**src/common/eth_pkg.sv**
```systemverilog
// ethernet framing and crc constants, imported by the receive logic and the testbench
`default_nettype none

package eth_pkg;

    // preamble and start frame delimiter
    localparam logic [7:0] eth_preamble = 8'h55;
    localparam logic [7:0] eth_sfd = 8'hD5;

    // crc-32, bit-reversed form of 0x04C11DB7
    localparam logic [31:0] eth_crc_poly = 32'hEDB88320;

    // state left over after a frame with a good fcs
    localparam logic [31:0] eth_crc_residue = ~32'h2144DF1C;

    localparam logic [7:0] eth_bcast_byte = 8'hFF;

    // 802.1q tag protocol identifier
    localparam logic [7:0] eth_vlan_tpid_hi = 8'h81;
    localparam logic [7:0] eth_vlan_tpid_lo = 8'h00;

    // ethertype position in the header
    localparam logic [3:0] eth_tpid_offset = 4'd12;

    // bytes in a mac address
    localparam logic [3:0] eth_mac_len = 4'd6;

endpackage

`default_nettype wire

```
**src/common/rx_pkg.sv**
```systemverilog
// receiver types, fsm states and pipeline sizes, imported wherever the receiver is used
`default_nettype none

package rx_pkg;

    // one gmii byte
    typedef logic [7:0] gmii_byte_t;

    // frame length or length limit
    typedef logic [15:0] frame_len_t;

    // crc-32 state
    typedef logic [31:0] crc_t;

    // index into the first header bytes
    typedef logic [3:0] hdr_ptr_t;

    typedef enum logic [1:0] {
        state_idle,
        state_pipe,
        state_payload
    } rx_state_t;

    // delay stages, enough to hold back the four fcs bytes
    localparam int pipe_depth = 5;

    // usual limit for an untagged frame
    localparam frame_len_t default_max_len = 16'd1518;

endpackage

`default_nettype wire

```
**src/common/rx_tap_if.sv**
```systemverilog
// taps of the gmii delay line, driven by the input pipeline and read by the frame controller
`timescale 1ns/10ps
`default_nettype none

interface rx_tap_if import rx_pkg::*; ();

    // raw inputs of the current cycle
    gmii_byte_t rxd_in;
    logic       dv_in;
    logic       er_in;

    // first register stage
    gmii_byte_t rxd_d0;
    logic       dv_d0;
    logic       er_d0;

    // last register stage
    gmii_byte_t rxd_d4;
    logic       dv_d4;
    logic       er_d4;

    modport pipe (output rxd_in, dv_in, er_in, rxd_d0, dv_d0, er_d0, rxd_d4, dv_d4, er_d4);

    modport ctrl (input rxd_in, dv_in, er_in, rxd_d0, dv_d0, er_d0, rxd_d4, dv_d4, er_d4);

endinterface

`default_nettype wire

```
**src/hw/gmii_rx_pipe.sv**
```systemverilog
// gmii input registers and delay line, publishes the raw inputs and two stages as taps
`timescale 1ns/10ps
`default_nettype none

module gmii_rx_pipe import rx_pkg::*; (
    input  wire logic       clk,
    input  wire logic       reset_crc,
    input  wire gmii_byte_t gmii_rxd,
    input  wire logic       gmii_rx_dv,
    input  wire logic       gmii_rx_er,
    rx_tap_if.pipe          taps
);

    gmii_byte_t            rxd_sr [pipe_depth];
    logic [pipe_depth-1:0] dv_sr;
    logic [pipe_depth-1:0] er_sr;

    assign taps.rxd_in = gmii_rxd;
    assign taps.dv_in  = gmii_rx_dv;
    assign taps.er_in  = gmii_rx_er;

    always_ff @(posedge clk) begin
        rxd_sr[0] <= taps.rxd_in;
        for (int i = 1; i < pipe_depth; i++) begin
            rxd_sr[i] <= rxd_sr[i-1];
        end
    end

    always_ff @(posedge clk) begin
        if (reset_crc) begin
            dv_sr <= '0;
            er_sr <= '0;
        end else begin
            dv_sr <= {dv_sr[pipe_depth-2:0], taps.dv_in};
            er_sr <= {er_sr[pipe_depth-2:0], taps.er_in};
        end
    end

    assign taps.rxd_d0 = rxd_sr[0];
    assign taps.dv_d0  = dv_sr[0];
    assign taps.er_d0  = er_sr[0];
    assign taps.rxd_d4 = rxd_sr[pipe_depth-1];
    assign taps.dv_d4  = dv_sr[pipe_depth-1];
    assign taps.er_d4  = er_sr[pipe_depth-1];

    // an error flag only arrives together with valid
    assert property (@(posedge clk) disable iff (reset_crc)
        taps.er_d0 |-> taps.dv_d0);

endmodule

`default_nettype wire

```
**src/hw/fcs_check.sv**
```systemverilog
// byte-wide ethernet crc-32 accumulator, flags a good fcs on the last byte of a frame
`timescale 1ns/10ps
`default_nettype none

module fcs_check import eth_pkg::*; import rx_pkg::*; (
    input  wire logic       clk,
    input  wire gmii_byte_t data,
    input  wire logic       crc_init,
    input  wire logic       crc_update,
    output logic            crc_ok
);

    crc_t crc_state;
    crc_t crc_next;

    // lsb first, one shift per data bit
    function automatic crc_t crc_byte(input crc_t state, input gmii_byte_t din);
        crc_t c;
        c = state;
        for (int i = 0; i < 8; i++) begin
            if (c[0] ^ din[i]) begin
                c = (c >> 1) ^ eth_crc_poly;
            end else begin
                c = c >> 1;
            end
        end
        return c;
    endfunction

    assign crc_next = crc_byte(crc_state, data);

    // includes the byte now at the tap
    assign crc_ok = (crc_next == eth_crc_residue);

    always_ff @(posedge clk) begin
        if (crc_init) begin
            crc_state <= '1;
        end else if (crc_update) begin
            crc_state <= crc_next;
        end
    end

    // updates only ever follow a restart
    assert property (@(posedge clk) crc_update |-> !$isunknown(crc_state));

endmodule

`default_nettype wire

```
**src/hw/rx_frame_ctrl/rx_frame_ctrl.sv**
```systemverilog
// receive fsm, checks preamble, classifies the header and emits the byte stream and status
`timescale 1ns/10ps
`default_nettype none

module rx_frame_ctrl import eth_pkg::*; import rx_pkg::*; (
    input  wire logic       clk,
    input  wire logic       reset_crc,
    rx_tap_if.ctrl          taps,
    input  wire logic       crc_ok,
    output logic            crc_init,
    output logic            crc_update,
    input  wire logic       cfg_rx_enable,
    input  wire frame_len_t cfg_rx_max_pkt_len,
    output gmii_byte_t      rx_tdata,
    output logic            rx_tvalid,
    output logic            rx_tlast,
    output logic            rx_tuser,
    output frame_len_t      stat_rx_pkt_len,
    output logic            stat_rx_pkt_good,
    output logic            stat_rx_pkt_bad,
    output logic            stat_rx_pkt_ucast,
    output logic            stat_rx_pkt_mcast,
    output logic            stat_rx_pkt_bcast,
    output logic            stat_rx_pkt_vlan,
    output logic            stat_rx_err_bad_fcs,
    output logic            stat_rx_err_oversize,
    output logic            stat_rx_err_bad_block,
    output logic            stat_rx_err_preamble
);

    rx_state_t  state_reg, state_next;
    logic       frame_error_reg, frame_error_next;
    logic       in_pre_reg, in_pre_next;
    logic       pre_ok_reg, pre_ok_next;
    hdr_ptr_t   hdr_ptr_reg, hdr_ptr_next;
    logic       is_mcast_reg, is_mcast_next;
    logic       is_bcast_reg, is_bcast_next;
    logic       is_vlan_reg, is_vlan_next;
    frame_len_t frame_len_reg, frame_len_next;
    frame_len_t len_lim_reg, len_lim_next;

    gmii_byte_t tdata_next;
    logic       tvalid_next;
    logic       tlast_next;
    logic       tuser_next;
    frame_len_t pkt_len_next;
    logic       good_next;
    logic       bad_next;
    logic       ucast_next;
    logic       mcast_next;
    logic       bcast_next;
    logic       vlan_next;
    logic       bad_fcs_next;
    logic       oversize_next;
    logic       bad_block_next;
    logic       preamble_next;

    always_comb begin
        state_next = state_reg;
        crc_init = 1'b0;
        crc_update = 1'b0;

        frame_error_next = frame_error_reg;
        in_pre_next = in_pre_reg;
        pre_ok_next = pre_ok_reg;
        hdr_ptr_next = hdr_ptr_reg;
        is_mcast_next = is_mcast_reg;
        is_bcast_next = is_bcast_reg;
        is_vlan_next = is_vlan_reg;
        frame_len_next = frame_len_reg;
        len_lim_next = len_lim_reg;

        tdata_next = taps.rxd_d4;
        tvalid_next = 1'b0;
        tlast_next = 1'b0;
        tuser_next = 1'b0;
        pkt_len_next = '0;
        good_next = 1'b0;
        bad_next = 1'b0;
        ucast_next = 1'b0;
        mcast_next = 1'b0;
        bcast_next = 1'b0;
        vlan_next = 1'b0;
        bad_fcs_next = 1'b0;
        oversize_next = 1'b0;
        bad_block_next = 1'b0;
        preamble_next = 1'b0;

        // saturating counters
        if (frame_len_reg != '1) begin
            frame_len_next = frame_len_reg + 16'd1;
        end
        if (len_lim_reg != '0) begin
            len_lim_next = len_lim_reg - 16'd1;
        end
        if (hdr_ptr_reg != '1) begin
            hdr_ptr_next = hdr_ptr_reg + 4'd1;
        end

        // destination class and tag, taken at the last tap
        if (hdr_ptr_reg == '0) begin
            is_mcast_next = taps.rxd_d4[0];
            is_bcast_next = (taps.rxd_d4 == eth_bcast_byte);
        end else if (hdr_ptr_reg < eth_mac_len) begin
            is_bcast_next = is_bcast_reg && (taps.rxd_d4 == eth_bcast_byte);
        end else if (hdr_ptr_reg == eth_tpid_offset) begin
            is_vlan_next = (taps.rxd_d4 == eth_vlan_tpid_hi);
        end else if (hdr_ptr_reg == eth_tpid_offset + 4'd1) begin
            is_vlan_next = is_vlan_reg && (taps.rxd_d4 == eth_vlan_tpid_lo);
        end

        case (state_reg)
            state_idle: begin
                crc_init = 1'b1;
                frame_error_next = 1'b0;
                frame_len_next = 16'd1;
                len_lim_next = cfg_rx_max_pkt_len;
                hdr_ptr_next = '0;
                is_mcast_next = 1'b0;
                is_bcast_next = 1'b0;
                is_vlan_next = 1'b0;

                if (taps.dv_d0) begin
                    if (taps.er_d0) begin
                        in_pre_next = 1'b0;
                        pre_ok_next = 1'b0;
                    end else if (taps.rxd_d0 == eth_sfd) begin
                        in_pre_next = 1'b0;
                        if (in_pre_reg && cfg_rx_enable) begin
                            state_next = state_pipe;
                            // first byte after the sfd is already at the input
                            frame_error_next = taps.dv_in && taps.er_in;
                        end
                    end else if (taps.rxd_d0 != eth_preamble) begin
                        pre_ok_next = 1'b0;
                    end
                end else begin
                    in_pre_next = 1'b1;
                    pre_ok_next = 1'b1;
                end
            end
            state_pipe: begin
                crc_update = 1'b1;
                hdr_ptr_next = '0;
                is_mcast_next = 1'b0;
                is_bcast_next = 1'b0;
                is_vlan_next = 1'b0;
                if (taps.dv_in && taps.er_in) begin
                    frame_error_next = 1'b1;
                end
                // sfd has reached the end of the delay line
                if (taps.dv_d4 && !taps.er_d4 && taps.rxd_d4 == eth_sfd) begin
                    state_next = state_payload;
                end
            end
            state_payload: begin
                crc_update = 1'b1;
                tvalid_next = 1'b1;
                if (taps.dv_in && taps.er_in) begin
                    frame_error_next = 1'b1;
                end
                if (!taps.dv_in) begin
                    // fcs is in the delay line now, close the frame
                    crc_init = 1'b1;
                    state_next = state_idle;
                    tlast_next = 1'b1;
                    pkt_len_next = frame_len_reg;
                    ucast_next = !is_mcast_reg;
                    mcast_next = is_mcast_reg && !is_bcast_reg;
                    bcast_next = is_bcast_reg;
                    vlan_next = is_vlan_reg;
                    oversize_next = (len_lim_reg == '0);
                    bad_block_next = frame_error_reg;
                    preamble_next = !pre_ok_reg;
                    bad_fcs_next = !frame_error_reg && !crc_ok;
                    if (frame_error_reg || !crc_ok || len_lim_reg == '0) begin
                        tuser_next = 1'b1;
                        bad_next = 1'b1;
                    end else begin
                        good_next = 1'b1;
                    end
                end
            end
            default: begin
                state_next = state_idle;
            end
        endcase
    end

    always_ff @(posedge clk) begin
        if (reset_crc) begin
            state_reg <= state_idle;
            frame_error_reg <= 1'b0;
            in_pre_reg <= 1'b0;
            pre_ok_reg <= 1'b0;
            rx_tvalid <= 1'b0;
            rx_tlast <= 1'b0;
            rx_tuser <= 1'b0;
            stat_rx_pkt_len <= '0;
            stat_rx_pkt_good <= 1'b0;
            stat_rx_pkt_bad <= 1'b0;
            stat_rx_pkt_ucast <= 1'b0;
            stat_rx_pkt_mcast <= 1'b0;
            stat_rx_pkt_bcast <= 1'b0;
            stat_rx_pkt_vlan <= 1'b0;
            stat_rx_err_bad_fcs <= 1'b0;
            stat_rx_err_oversize <= 1'b0;
            stat_rx_err_bad_block <= 1'b0;
            stat_rx_err_preamble <= 1'b0;
        end else begin
            state_reg <= state_next;
            frame_error_reg <= frame_error_next;
            in_pre_reg <= in_pre_next;
            pre_ok_reg <= pre_ok_next;
            rx_tvalid <= tvalid_next;
            rx_tlast <= tlast_next;
            rx_tuser <= tuser_next;
            stat_rx_pkt_len <= pkt_len_next;
            stat_rx_pkt_good <= good_next;
            stat_rx_pkt_bad <= bad_next;
            stat_rx_pkt_ucast <= ucast_next;
            stat_rx_pkt_mcast <= mcast_next;
            stat_rx_pkt_bcast <= bcast_next;
            stat_rx_pkt_vlan <= vlan_next;
            stat_rx_err_bad_fcs <= bad_fcs_next;
            stat_rx_err_oversize <= oversize_next;
            stat_rx_err_bad_block <= bad_block_next;
            stat_rx_err_preamble <= preamble_next;
        end
    end

    always_ff @(posedge clk) begin
        hdr_ptr_reg <= hdr_ptr_next;
        is_mcast_reg <= is_mcast_next;
        is_bcast_reg <= is_bcast_next;
        is_vlan_reg <= is_vlan_next;
        frame_len_reg <= frame_len_next;
        len_lim_reg <= len_lim_next;
        rx_tdata <= tdata_next;
    end

    assert property (@(posedge clk) disable iff (reset_crc) rx_tlast |-> rx_tvalid);

    assert property (@(posedge clk) disable iff (reset_crc)
        !(stat_rx_pkt_good && stat_rx_pkt_bad));

endmodule

`default_nettype wire

```
**src/hw/gmii_rx_top.sv**
```systemverilog
// gmii frame receiver top, 8-bit gmii in, byte stream and per-frame status pulses out
`timescale 1ns/10ps
`default_nettype none

// cfg_rx_max_pkt_len is normally default_max_len (1518) for untagged frames
module gmii_rx_top import rx_pkg::*; (
    input  wire logic       clk,
    input  wire logic       reset_crc,
    input  wire gmii_byte_t gmii_rxd,
    input  wire logic       gmii_rx_dv,
    input  wire logic       gmii_rx_er,
    input  wire logic       cfg_rx_enable,
    input  wire frame_len_t cfg_rx_max_pkt_len,
    output wire gmii_byte_t rx_tdata,
    output wire logic       rx_tvalid,
    output wire logic       rx_tlast,
    output wire logic       rx_tuser,
    output wire frame_len_t stat_rx_pkt_len,
    output wire logic       stat_rx_pkt_good,
    output wire logic       stat_rx_pkt_bad,
    output wire logic       stat_rx_pkt_ucast,
    output wire logic       stat_rx_pkt_mcast,
    output wire logic       stat_rx_pkt_bcast,
    output wire logic       stat_rx_pkt_vlan,
    output wire logic       stat_rx_err_bad_fcs,
    output wire logic       stat_rx_err_oversize,
    output wire logic       stat_rx_err_bad_block,
    output wire logic       stat_rx_err_preamble
);

    logic crc_init;
    logic crc_update;
    logic crc_ok;

    rx_tap_if taps ();

    gmii_rx_pipe u_pipe (
        .clk        (clk),
        .reset_crc  (reset_crc),
        .gmii_rxd   (gmii_rxd),
        .gmii_rx_dv (gmii_rx_dv),
        .gmii_rx_er (gmii_rx_er),
        .taps       (taps.pipe)
    );

    // crc runs on the first tap, ahead of the stream by four bytes
    fcs_check u_fcs (
        .clk        (clk),
        .data       (taps.rxd_d0),
        .crc_init   (crc_init),
        .crc_update (crc_update),
        .crc_ok     (crc_ok)
    );

    rx_frame_ctrl u_ctrl (
        .clk                   (clk),
        .reset_crc             (reset_crc),
        .taps                  (taps.ctrl),
        .crc_ok                (crc_ok),
        .crc_init              (crc_init),
        .crc_update            (crc_update),
        .cfg_rx_enable         (cfg_rx_enable),
        .cfg_rx_max_pkt_len    (cfg_rx_max_pkt_len),
        .rx_tdata              (rx_tdata),
        .rx_tvalid             (rx_tvalid),
        .rx_tlast              (rx_tlast),
        .rx_tuser              (rx_tuser),
        .stat_rx_pkt_len       (stat_rx_pkt_len),
        .stat_rx_pkt_good      (stat_rx_pkt_good),
        .stat_rx_pkt_bad       (stat_rx_pkt_bad),
        .stat_rx_pkt_ucast     (stat_rx_pkt_ucast),
        .stat_rx_pkt_mcast     (stat_rx_pkt_mcast),
        .stat_rx_pkt_bcast     (stat_rx_pkt_bcast),
        .stat_rx_pkt_vlan      (stat_rx_pkt_vlan),
        .stat_rx_err_bad_fcs   (stat_rx_err_bad_fcs),
        .stat_rx_err_oversize  (stat_rx_err_oversize),
        .stat_rx_err_bad_block (stat_rx_err_bad_block),
        .stat_rx_err_preamble  (stat_rx_err_preamble)
    );

endmodule

`default_nettype wire

```
**config.mk**
```make
export PLATFORM = sky130hd
export DESIGN_NAME = gmii_rx_top
export DESIGN_NICKNAME = d
export VERILOG_FILES = /design/src/common/eth_pkg.sv /design/src/common/rx_pkg.sv /design/src/common/rx_tap_if.sv /design/src/hw/gmii_rx_pipe.sv /design/src/hw/fcs_check.sv /design/src/hw/rx_frame_ctrl/rx_frame_ctrl.sv /design/src/hw/gmii_rx_top.sv
export SDC_FILE = /design/constraint.sdc
export NUM_CORES = 1
export LEC_CHECK = 0
export BUFFER_PORTS_ARGS = -buffer_cell sky130_fd_sc_hd__buf_2
export CORE_ASPECT_RATIO = 0.8
export CORE_MARGIN = 2
export CORE_UTILIZATION = 35
export CTS_CLUSTER_SIZE = 24
export DETAILED_ROUTE_END_ITERATION = 7
export SETUP_SLACK_MARGIN = 0.15
export SLEW_MARGIN = 20
export SYNTH_ARGS = -nofsm -noshare
export SYNTH_HDL_FRONTEND = slang
export SYNTH_SLANG_ARGS = --single-unit
```
**constraint.sdc**
```tcl
create_clock -name clk -period 7.55 [get_ports clk]
set_input_delay 0.3775 -clock clk [delete_from_list [all_inputs] [get_ports clk]]
set_output_delay 0.3775 -clock clk [all_outputs]
set_load 0.1 [all_outputs]
```
* Word-level counts from Yosys, hierarchy flattened
Memories as Yosys holds them, arrays and structs flattened.
Index checks and enable logic that the tools add are counted.
** Storage, ports and cells
- Logic and storage cells :: 147
- Bits in registers :: 122
- Output and inout port bits :: 37
- Memories :: 1
- RAM bits :: 40
- Bits of input ports :: 29
** Cells by class
- Reductions and logical operators :: 34
- Add/subtract/negate cells :: 3
- Eq/ne operators :: 22
- Magnitude comparators :: 1
- Multiplexer cells :: 40
- Bitwise logic cells :: 19
** Memory list
- u_pipe.rxd_sr :: words 5, width 8, rd ports 5, clocked after Yosys merged registers in 0, write ports 5, line gmii_rx_pipe.sv:14 : gmii_byte_t rxd_sr [pipe_depth];
** Operators by type and width (count)
- $mux 32 :: 8
- $not 13->14 :: 8
- $eq 32x32->1 const B :: 1
- $eq 8x8->1 const B :: 4
- $mux 16 :: 2
- $mux 1 :: 21
- $add 16x1->16 const B :: 1
- $logic_not 16->1 :: 1
- $ne 16x16->1 const B :: 1
- $reduce_bool 16->1 :: 1
- $sub 16x1->16 const B :: 1
- $mux 2 :: 6
- $eq 4x4->1 const B :: 2
- $logic_and 1x1->1 :: 8
- $logic_not 8->1 :: 1
- $ne 2x1->1 const B :: 4
- $ne 8x7->1 const B :: 1
- $reduce_bool 2->1 :: 4
- $xor 1x1->1 :: 8
- $logic_not 1->1 :: 6
- $ne 2x2->1 const B :: 3
- $ne 3x2->1 const B :: 2
- $pmux 2 s3 :: 1
- $reduce_and 3->1 :: 2
- other kinds (15) :: 22

* Logic depth before layout (Yosys ltp)
Gate-level depths: netlist of the first run.
An unclocked memory read counts as a cell.
- Word-level depth :: 22
- Depth in mapped cells :: 9
- Depth with buffers taken out :: 9

* By module
From an unflattened synthesis of the first run, not the netlist that was laid out.
** Second synthesis, totals
- Cells, all modules :: 664
- Area total of the unflattened synthesis :: 6915.4 um2
** By module, submodules not included
- rx_frame_ctrl :: cells each 355, instances 1, area each 3520.9 um2, seq. area each 1761.7 um2
- fcs_check :: cells each 239, instances 1, area each 2255.9 um2, seq. area each 640.6 um2
- gmii_rx_pipe :: cells each 70, instances 1, area each 1138.6 um2, seq. area each 1001.0 um2

* Worst setup path after synthesis of the first run
Ideal clock, no wire load.
- Path type :: register -> register
- Start point :: mem u_pipe.rxd_sr[0][0] in the netlist's numbering
- End point :: reg u_ctrl.stat_rx_pkt_good
- Stages on the path, launching flop included :: 9
- Required time :: 7.462 ns
- Path buffers :: 1
- Path slack :: 4.984 ns
- Arrival time :: 2.478 ns
- Period minus slack after synthesis :: 2.566 ns
- Library setup time :: 0.088 ns
- Cell sequence :: dfxtp_1 xor2_2 xnor3_1 buf_6 or3_1 a211oi_1 a31oi_1 nor4_2 nor4b_2
** RTL lines
- from (decl) :: line gmii_rx_pipe.sv:14
- to (signal assigned) :: line rx_frame_ctrl.sv:219 : stat_rx_pkt_good <= good_next;
- to (decl) :: line rx_frame_ctrl.sv:19 : output logic stat_rx_pkt_good,

* Final worst setup path of the first run
- Start point :: reg u_ctrl.len_lim_reg[0]
- End point :: reg u_ctrl.len_lim_reg[7] (enable)
** On the way
- Word-level cells in the longest chain between the ends :: 2
** RTL lines
- from (decl) :: line rx_frame_ctrl.sv:40 : frame_len_t len_lim_reg, len_lim_next;
- from (signal assigned) :: line rx_frame_ctrl.sv:238 : len_lim_reg <= len_lim_next;
- $reduce_bool 16->1 :: line rx_frame_ctrl.sv:93 : if (len_lim_reg != '0) begin
- $reduce_bool 2->1 (no source line)
No other way between the ends.
A chain may end at the register's enable or synchronous reset.

==> results.toml, run 1 <==
[status]
status = "completed"

[timing]
fin_crit_ps = 2970
slew_violations = 0
tns_ps = 0
finClkSkew_ps = 8.47
worstMarginPinSlew_ps = 757
fmax_ghz = 0.336
finalCritPeriodShare_pct = 39.4
slew_headroom_pct = 49.0
hold_ws_ps = 51.3
setup_viol = 0
finalHoldViolCount = 0
rsz0062_at_grt = "no"

[yosys]
seq_area_frac_synth_pct = 52.2
ys.flop_type = "dfxtp_1"
ys_ff_latch = 162
avgSynthCellArea_um2 = 9.93
async_flop_share_pct = 0
synth_area_leaders = "dfxtp_1 45%, xnor2_1 7.5%, edfxtp_1 7.4%"
syn-num-nets = 695
yosysTopAreaCellShare_pct = 44.8
yosysWarningCount = 0
yosysUniqueCellTypes = 53
synth.largest_area_cell = "dfxtp_1"
syn_area_um2 = 6520
synth_edf_count = 16
synthCells = 657

[critical_path]
worst-path-buf-inv = 1
worstReg2RegEnd = "u_ctrl.len_lim_reg[7]"
critPathKind = "flip-flop to flip-flop"
cp_slowest_cell = "nor4_1"
r2r_start = "u_ctrl.len_lim_reg[0]"
cp_slowest_stage_delay_ps = 610
rrSetupSlack_ps = 4580
critPathArrivalTime_ps = 2980
cp_common_cell = "nand2_1"
cp-start-kind = "flip-flop"
r2r_cells = 8
path_cells = "inv_1 -> ha_1 -> nor2b_1 -> nand2_1 -> nor3_1 -> nand2b_1 -> nor4_1 -> nand2_1"
cp_data_required_time_ps = 7560
cp_max_fo = 16
critPathTopFamily = "simple AND/OR/NAND/NOR gates"
endpoint_kind = "flip-flop"

[route]
drc = 0
ant_nets = 0
wirelength_mm = 12.6
drt-initial-drc-count = 288
via_count = 4410
wire_per_inst_um = 12.8
viasPerCell = 4.47
dr.pass1.iters = 4

[worst_hold_path]
min_path_cells = 1
hold_path.class = "input pin to flip-flop"
hp-start = "gmii_rxd[2]"
hold_path_end = "u_pipe.rxd_sr[0][2]"

[clocking]
cts_tree = "built"
clk_path_buf_depth = 2
cts_sinks = 162
clock-root-buffer = "clkbuf_16"
hold_buffers = 0
htree_levels = 4
cts_setup_buffers = 0
insertion_delay_ps = 420
path_clk_slew_ps = 70
numCtsBuffers = 17
cts_resized = 0

[final_layout]
top_register = "u_pipe.rxd_sr"
largest_reg_flops = 40
syn_to_final_growth_pct = 17.4
reg_top3 = "u_pipe.rxd_sr: 40 flops, u_fcs.crc_state: 32 flops"
drive_above_1_share_pct = 16.6
antenna_cells = 0
nets = 758

[power]
power.net_switching_mw = 0.464
power_frac_comb_pct = 7.8
internal_power_mw = 1.40
ir_drop_v = 0.0000905
power_per_cell_area_nw_per_um2 = 244
p_leak_nw = 3.02
p_seq_share_pct = 48.3
clockPowerShare_pct = 43.9
p_sw_share_pct = 24.9

[die]
die_y_um = 126
initial_core_util_pct = 35.8
coreArea_um2 = 18200
die_area_um2 = 19700
placementRows = 44
die_width_um = 157
ios = 66

[run]
maxCapViolCount = 0

[global_route]
gr-total-overflow = 0
grt_max_degree = 64
grt_pass1_vias = 3995
antenna_found_initial = 0
grt_pass1_wl_mm = 20.7
grt_usage_pct = 13.5

[placed_design]
hpwl_mm = 8.85
place_congestion = 0.805
io_buffers = 65
## synthesized netlist by cell type (14+ instances only)
library cell	number
nor2_1	44
and2_1	23
o21ai_0	52
nor3_1	16
xor2_1	25
xnor2_1	56
a21oi_1	14
clkbuf_1	20
dfxtp_1	146
nand3_1	16
edfxtp_1	16
nand2_1	97
## placed cells by master, fill, tap and decap left out, types with 4 or more instances in the layout
| cell | count |
|---|---|
| edfxtp_1 | 16 |
| nor2_1 | 44 |
| nand3b_1 | 4 |
| a21oi_1 | 13 |
| nand3_1 | 16 |
| inv_6 | 4 |
| nor3_1 | 16 |
| nand4_1 | 9 |
| and2_1 | 23 |
| nand2_1 | 97 |
| clkbuf_16 | 17 |
| inv_1 | 12 |
| and3_1 | 6 |
| clkinv_4 | 5 |
| mux2i_1 | 8 |
| xnor2_2 | 9 |
| buf_2 | 65 |
| or3_1 | 4 |
| nor3b_1 | 5 |
| xor2_1 | 25 |
| nor4_1 | 4 |
| a211oi_1 | 5 |
| nor2b_1 | 12 |
| o21ai_0 | 52 |
| dfxtp_1 | 146 |
| xnor2_1 | 56 |
| ha_1 | 9 |
## kinds of logic (layout without fill, tap and decap cells)
| group | after synthesis | count (layout) | synth area share (%) |
|---|---|---|---|
| AND/OR/NAND/NOR | 256 | 256 | 19.3 |
| flip-flops | 162 | 162 | 52.2 |
| XOR/XNOR | 98 | 98 | 15.8 |
| AO/OA/AOI/OAI | 86 | 86 | 7.39 |
| buffers and inverters | 38 | 114 | 2.36 |
| adder cells (fa/ha/maj) | 9 | 9 | 1.73 |
| multiplexers | 8 | 8 | 1.23 |
## power by group through the flow
stage / Combinational (mW) / Clock, mW / Sequential, mW
floorplan: 0.100 / 0 / 0.934
CTS: 0.145 / 0.841 / 0.901
global route: 0.159 / 0.875 / 0.903
detailed placement: 0.144 / 0 / 0.920
finish: 0.145 / 0.819 / 0.901
global placement: 0.145 / 0 / 0.920
## cell type report
class                   count  area [um^2]
inverters                  14         52.6
multi-input cells         457         2970
flip-flops and latches    162         3400
well taps                 253          317
clock inverters            12          113
fillers                  1785        10600
repair buffers             68          348
clock buffers              20          457
## per-stage QoR
step	utilization [%]	power (mW)	setup slack, ps	area, um^2	std cells
finish	42.0	1.86	4580	7660	986
global route	42.0	1.94	4160	7660	986
CTS	42.0	1.89	4480	7660	986
detailed placement	38.9	1.06	4500	7090	954
global placement	38.9	1.06	4680	7090	954
floorplan	-	1.03	4980	6520	657
## metal layers
metal / global-route usage (%) / routed length (um)
met2: 19.0 / 5170
met5: 0 / 0
met3: 3.72 / 617
met4: 5.29 / 175
met1: 19.6 / 6610
## worst reg2reg max path, stage by stage, from the launching register on
cell      delay [ps]
edfxtp_1         400
inv_1             80
ha_1             170
nor2b_1          170
nand2_1          100
nor3_1           270
nand2b_1         160
nor4_1           610
nand2_1          590
## how the worst max path moves through the flow
stage	depth (start not counted)	endpoint	startpoint
after CTS	8	u_ctrl.len_lim_reg[4]	u_ctrl.len_lim_reg[0]
after floorplan	8	u_ctrl.stat_rx_pkt_good	u_pipe.rxd_sr[0][0]
final	8	u_ctrl.len_lim_reg[7]	u_ctrl.len_lim_reg[0]
after global placement	8	u_ctrl.len_lim_reg[7]	u_ctrl.len_lim_reg[0]
after detailed placement	8	u_ctrl.len_lim_reg[4]	u_ctrl.len_lim_reg[0]
after global routing	8	u_ctrl.len_lim_reg[9]	u_ctrl.len_lim_reg[0]
(Power assumes the default switching activity.)
==> run 2, diff against run 1 <==
- clock period: 7.55 -> 2.5 ns (I/O delays scaled with it)
==> results.toml, run 2 (synthesis results as in run 1) <==
[final_layout]
top_register = "u_pipe.rxd_sr"
syn_to_final_growth_pct = 34.3
final_core_util_pct = 48.1
largest_reg_flops = 40
drive_above_1_share_pct = 27.6
antenna_cells = 0
nets = 852
layout_commonest_cell = "dfxtp_1"
reg_top3 = "u_pipe.rxd_sr: 40 flops, u_fcs.crc_state: 32 flops"
layout_common_cells = "135 x dfxtp_1, 95 x nand2_1, 68 x buf_4"

[clocking]
numCtsBuffers = 17
path_clk_slew_ps = 60
clk_path_buf_depth = 2
cts_sinks = 162
htree_levels = 4
clock-root-buffer = "clkbuf_16"
cts_tree = "built"
insertion_delay_ps = 430

[timing]
worst_slack_ps = -132
worstMarginPinSlew_ps = 504
finalCritPeriodShare_pct = 105
fmax_ghz = 0.380
tns_ps = -354
finClkSkew_ps = 11.5
setup_viol = 3
rsz0062_at_grt = "yes"
slew_headroom_pct = 66.6
fin_crit_ps = 2630
slew_violations = 0
finalHoldViolCount = 0

[power]
internal_power_mw = 4.46
power_per_cell_area_nw_per_um2 = 674
power.net_switching_mw = 1.44
p_leak_nw = 3.57
p_seq_share_pct = 46.1
power_frac_comb_pct = 11.7
ir_drop_v = 0.000437
p_sw_share_pct = 24.5
clockPowerShare_pct = 42.2

[status]
violations = "negative setup slack"
status = "finished with violations"

[route]
drc = 0
ant_nets = 0
wire_per_inst_um = 12.8
wirelength_mm = 13.9
dr.pass1.iters = 5
via_count = 4779
drt-initial-drc-count = 279
viasPerCell = 4.43

[critical_path]
cp_data_required_time_ps = 2830
critPathArrivalTime_ps = 2960
r2r_cells = 8
cp_max_fo = 6
worstReg2RegEnd = "u_ctrl.stat_rx_pkt_good"
critical_path.endpoint = "u_ctrl.stat_rx_pkt_good"
cp-start-kind = "flip-flop"
rrSetupSlack_ps = -130
crit_start = "u_pipe.rxd_sr[0][0]"
critPathKind = "flip-flop to flip-flop"
r2r_start = "u_pipe.rxd_sr[0][0]"
endpoint_kind = "flip-flop"

[die]
coreArea_um2 = 18200
die_area_um2 = 19700
die_width_um = 157
die_y_um = 126
placementRows = 44
ios = 66
initial_core_util_pct = 35.8

[global_route]
grt_usage_pct = 14.5
grt_max_degree = 64
gr-total-overflow = 0
grt_pass1_vias = 4453
grt_pass1_wl_mm = 22.4
antenna_found_initial = 0

[worst_hold_path]
hp-start = "cfg_rx_max_pkt_len[14]"
hold_path.class = "input pin to flip-flop"

[run]
maxCapViolCount = 0

[placed_design]
hpwl_mm = 9.24
place_congestion = 0.833
io_buffers = 65
run 2: changes by cell type in the layout (fill, tap and decap cells not counted), sizes merged:
cell,previous run,this run
clkinvlp,0,2
buf,68,142
dlygate4sd3,0,20
clkinv,6,4
bufinv,0,1
inv,20,18
run 2: worst min path at each step:
stage                                   endpoint  slack, ps  cells past startpoint
after floorplan              u_pipe.rxd_sr[0][0]        150                      0
after global placement       u_pipe.rxd_sr[0][6]        230                      1
after detailed placement     u_pipe.rxd_sr[0][0]        230                      1
after CTS                 u_ctrl.len_lim_reg[14]          4                      3
after global routing      u_ctrl.len_lim_reg[14]         10                      3
final                     u_ctrl.len_lim_reg[14]         20                      3
run 2: final cells by class:
type	instances	area, um^2
Clock buffer	20	447
Clock inverter	11	120
Fill cell	1658	9460
Inverter	14	52.6
Multi-Input combinational cell	457	3230
Sequential cell	162	3430
Tap cell	253	317
Timing Repair Buffer	162	1160
run 2: repair_timing:
item | in CTS | in global routing
resized for setup | 19 | 35
setup buffers | 15 | 9
endpoints found under the setup margin | 3 | 23
hold buffers | 20 | 0
pin swaps | 5 | 15
endpoints found under the hold margin | 21 | 0
run 2: metal layers:
| layer | routed length [um] | vias to the layer above | GRT usage, % | part of all wire, % |
|---|---|---|---|---|
| li1 | - | 2501 | - | - |
| met1 | 7020 | 2177 | 19.9 | 51 |
| met2 | 6100 | 83 | 21.9 | 44 |
| met3 | 533 | 18 | 3.92 | 3.8 |
| met4 | 201 | 0 | 5.18 | 1.5 |
| met5 | 0 | - | 0 | 0 |
run 2: per-stage QoR:
step                std cells  area, um^2  hold WS [ps]  setup slack [ps]  total power, mW
detailed placement       1004        7500           230              -277             3.32
floorplan                 657        6550           153              14.1             3.13
finish                   1079        8760          24.7              -132             5.90
global placement         1004        7500           230              -222             3.32
CTS                      1070        8520          4.45             -12.2             5.90
global route             1079        8760          13.1              -296             6.15
run 2: power groups by stage:
stage,Clock [mW],Sequential [mW],Combinational [mW]
floorplan,0,2.82,0.306
global placement,0,2.78,0.539
detailed placement,0,2.78,0.539
CTS,2.55,2.72,0.624
global route,2.68,2.73,0.740
finish,2.49,2.72,0.690
run 2: worst max-delay path, stage by stage (launching register included):
cell,delay [ps]
dfxtp_4,410
xor2_4,190
xnor3_2,530
buf_4,180
or3_1,320
a211oi_2,190
a31oi_1,80
nor4_2,400
nor4b_2,250
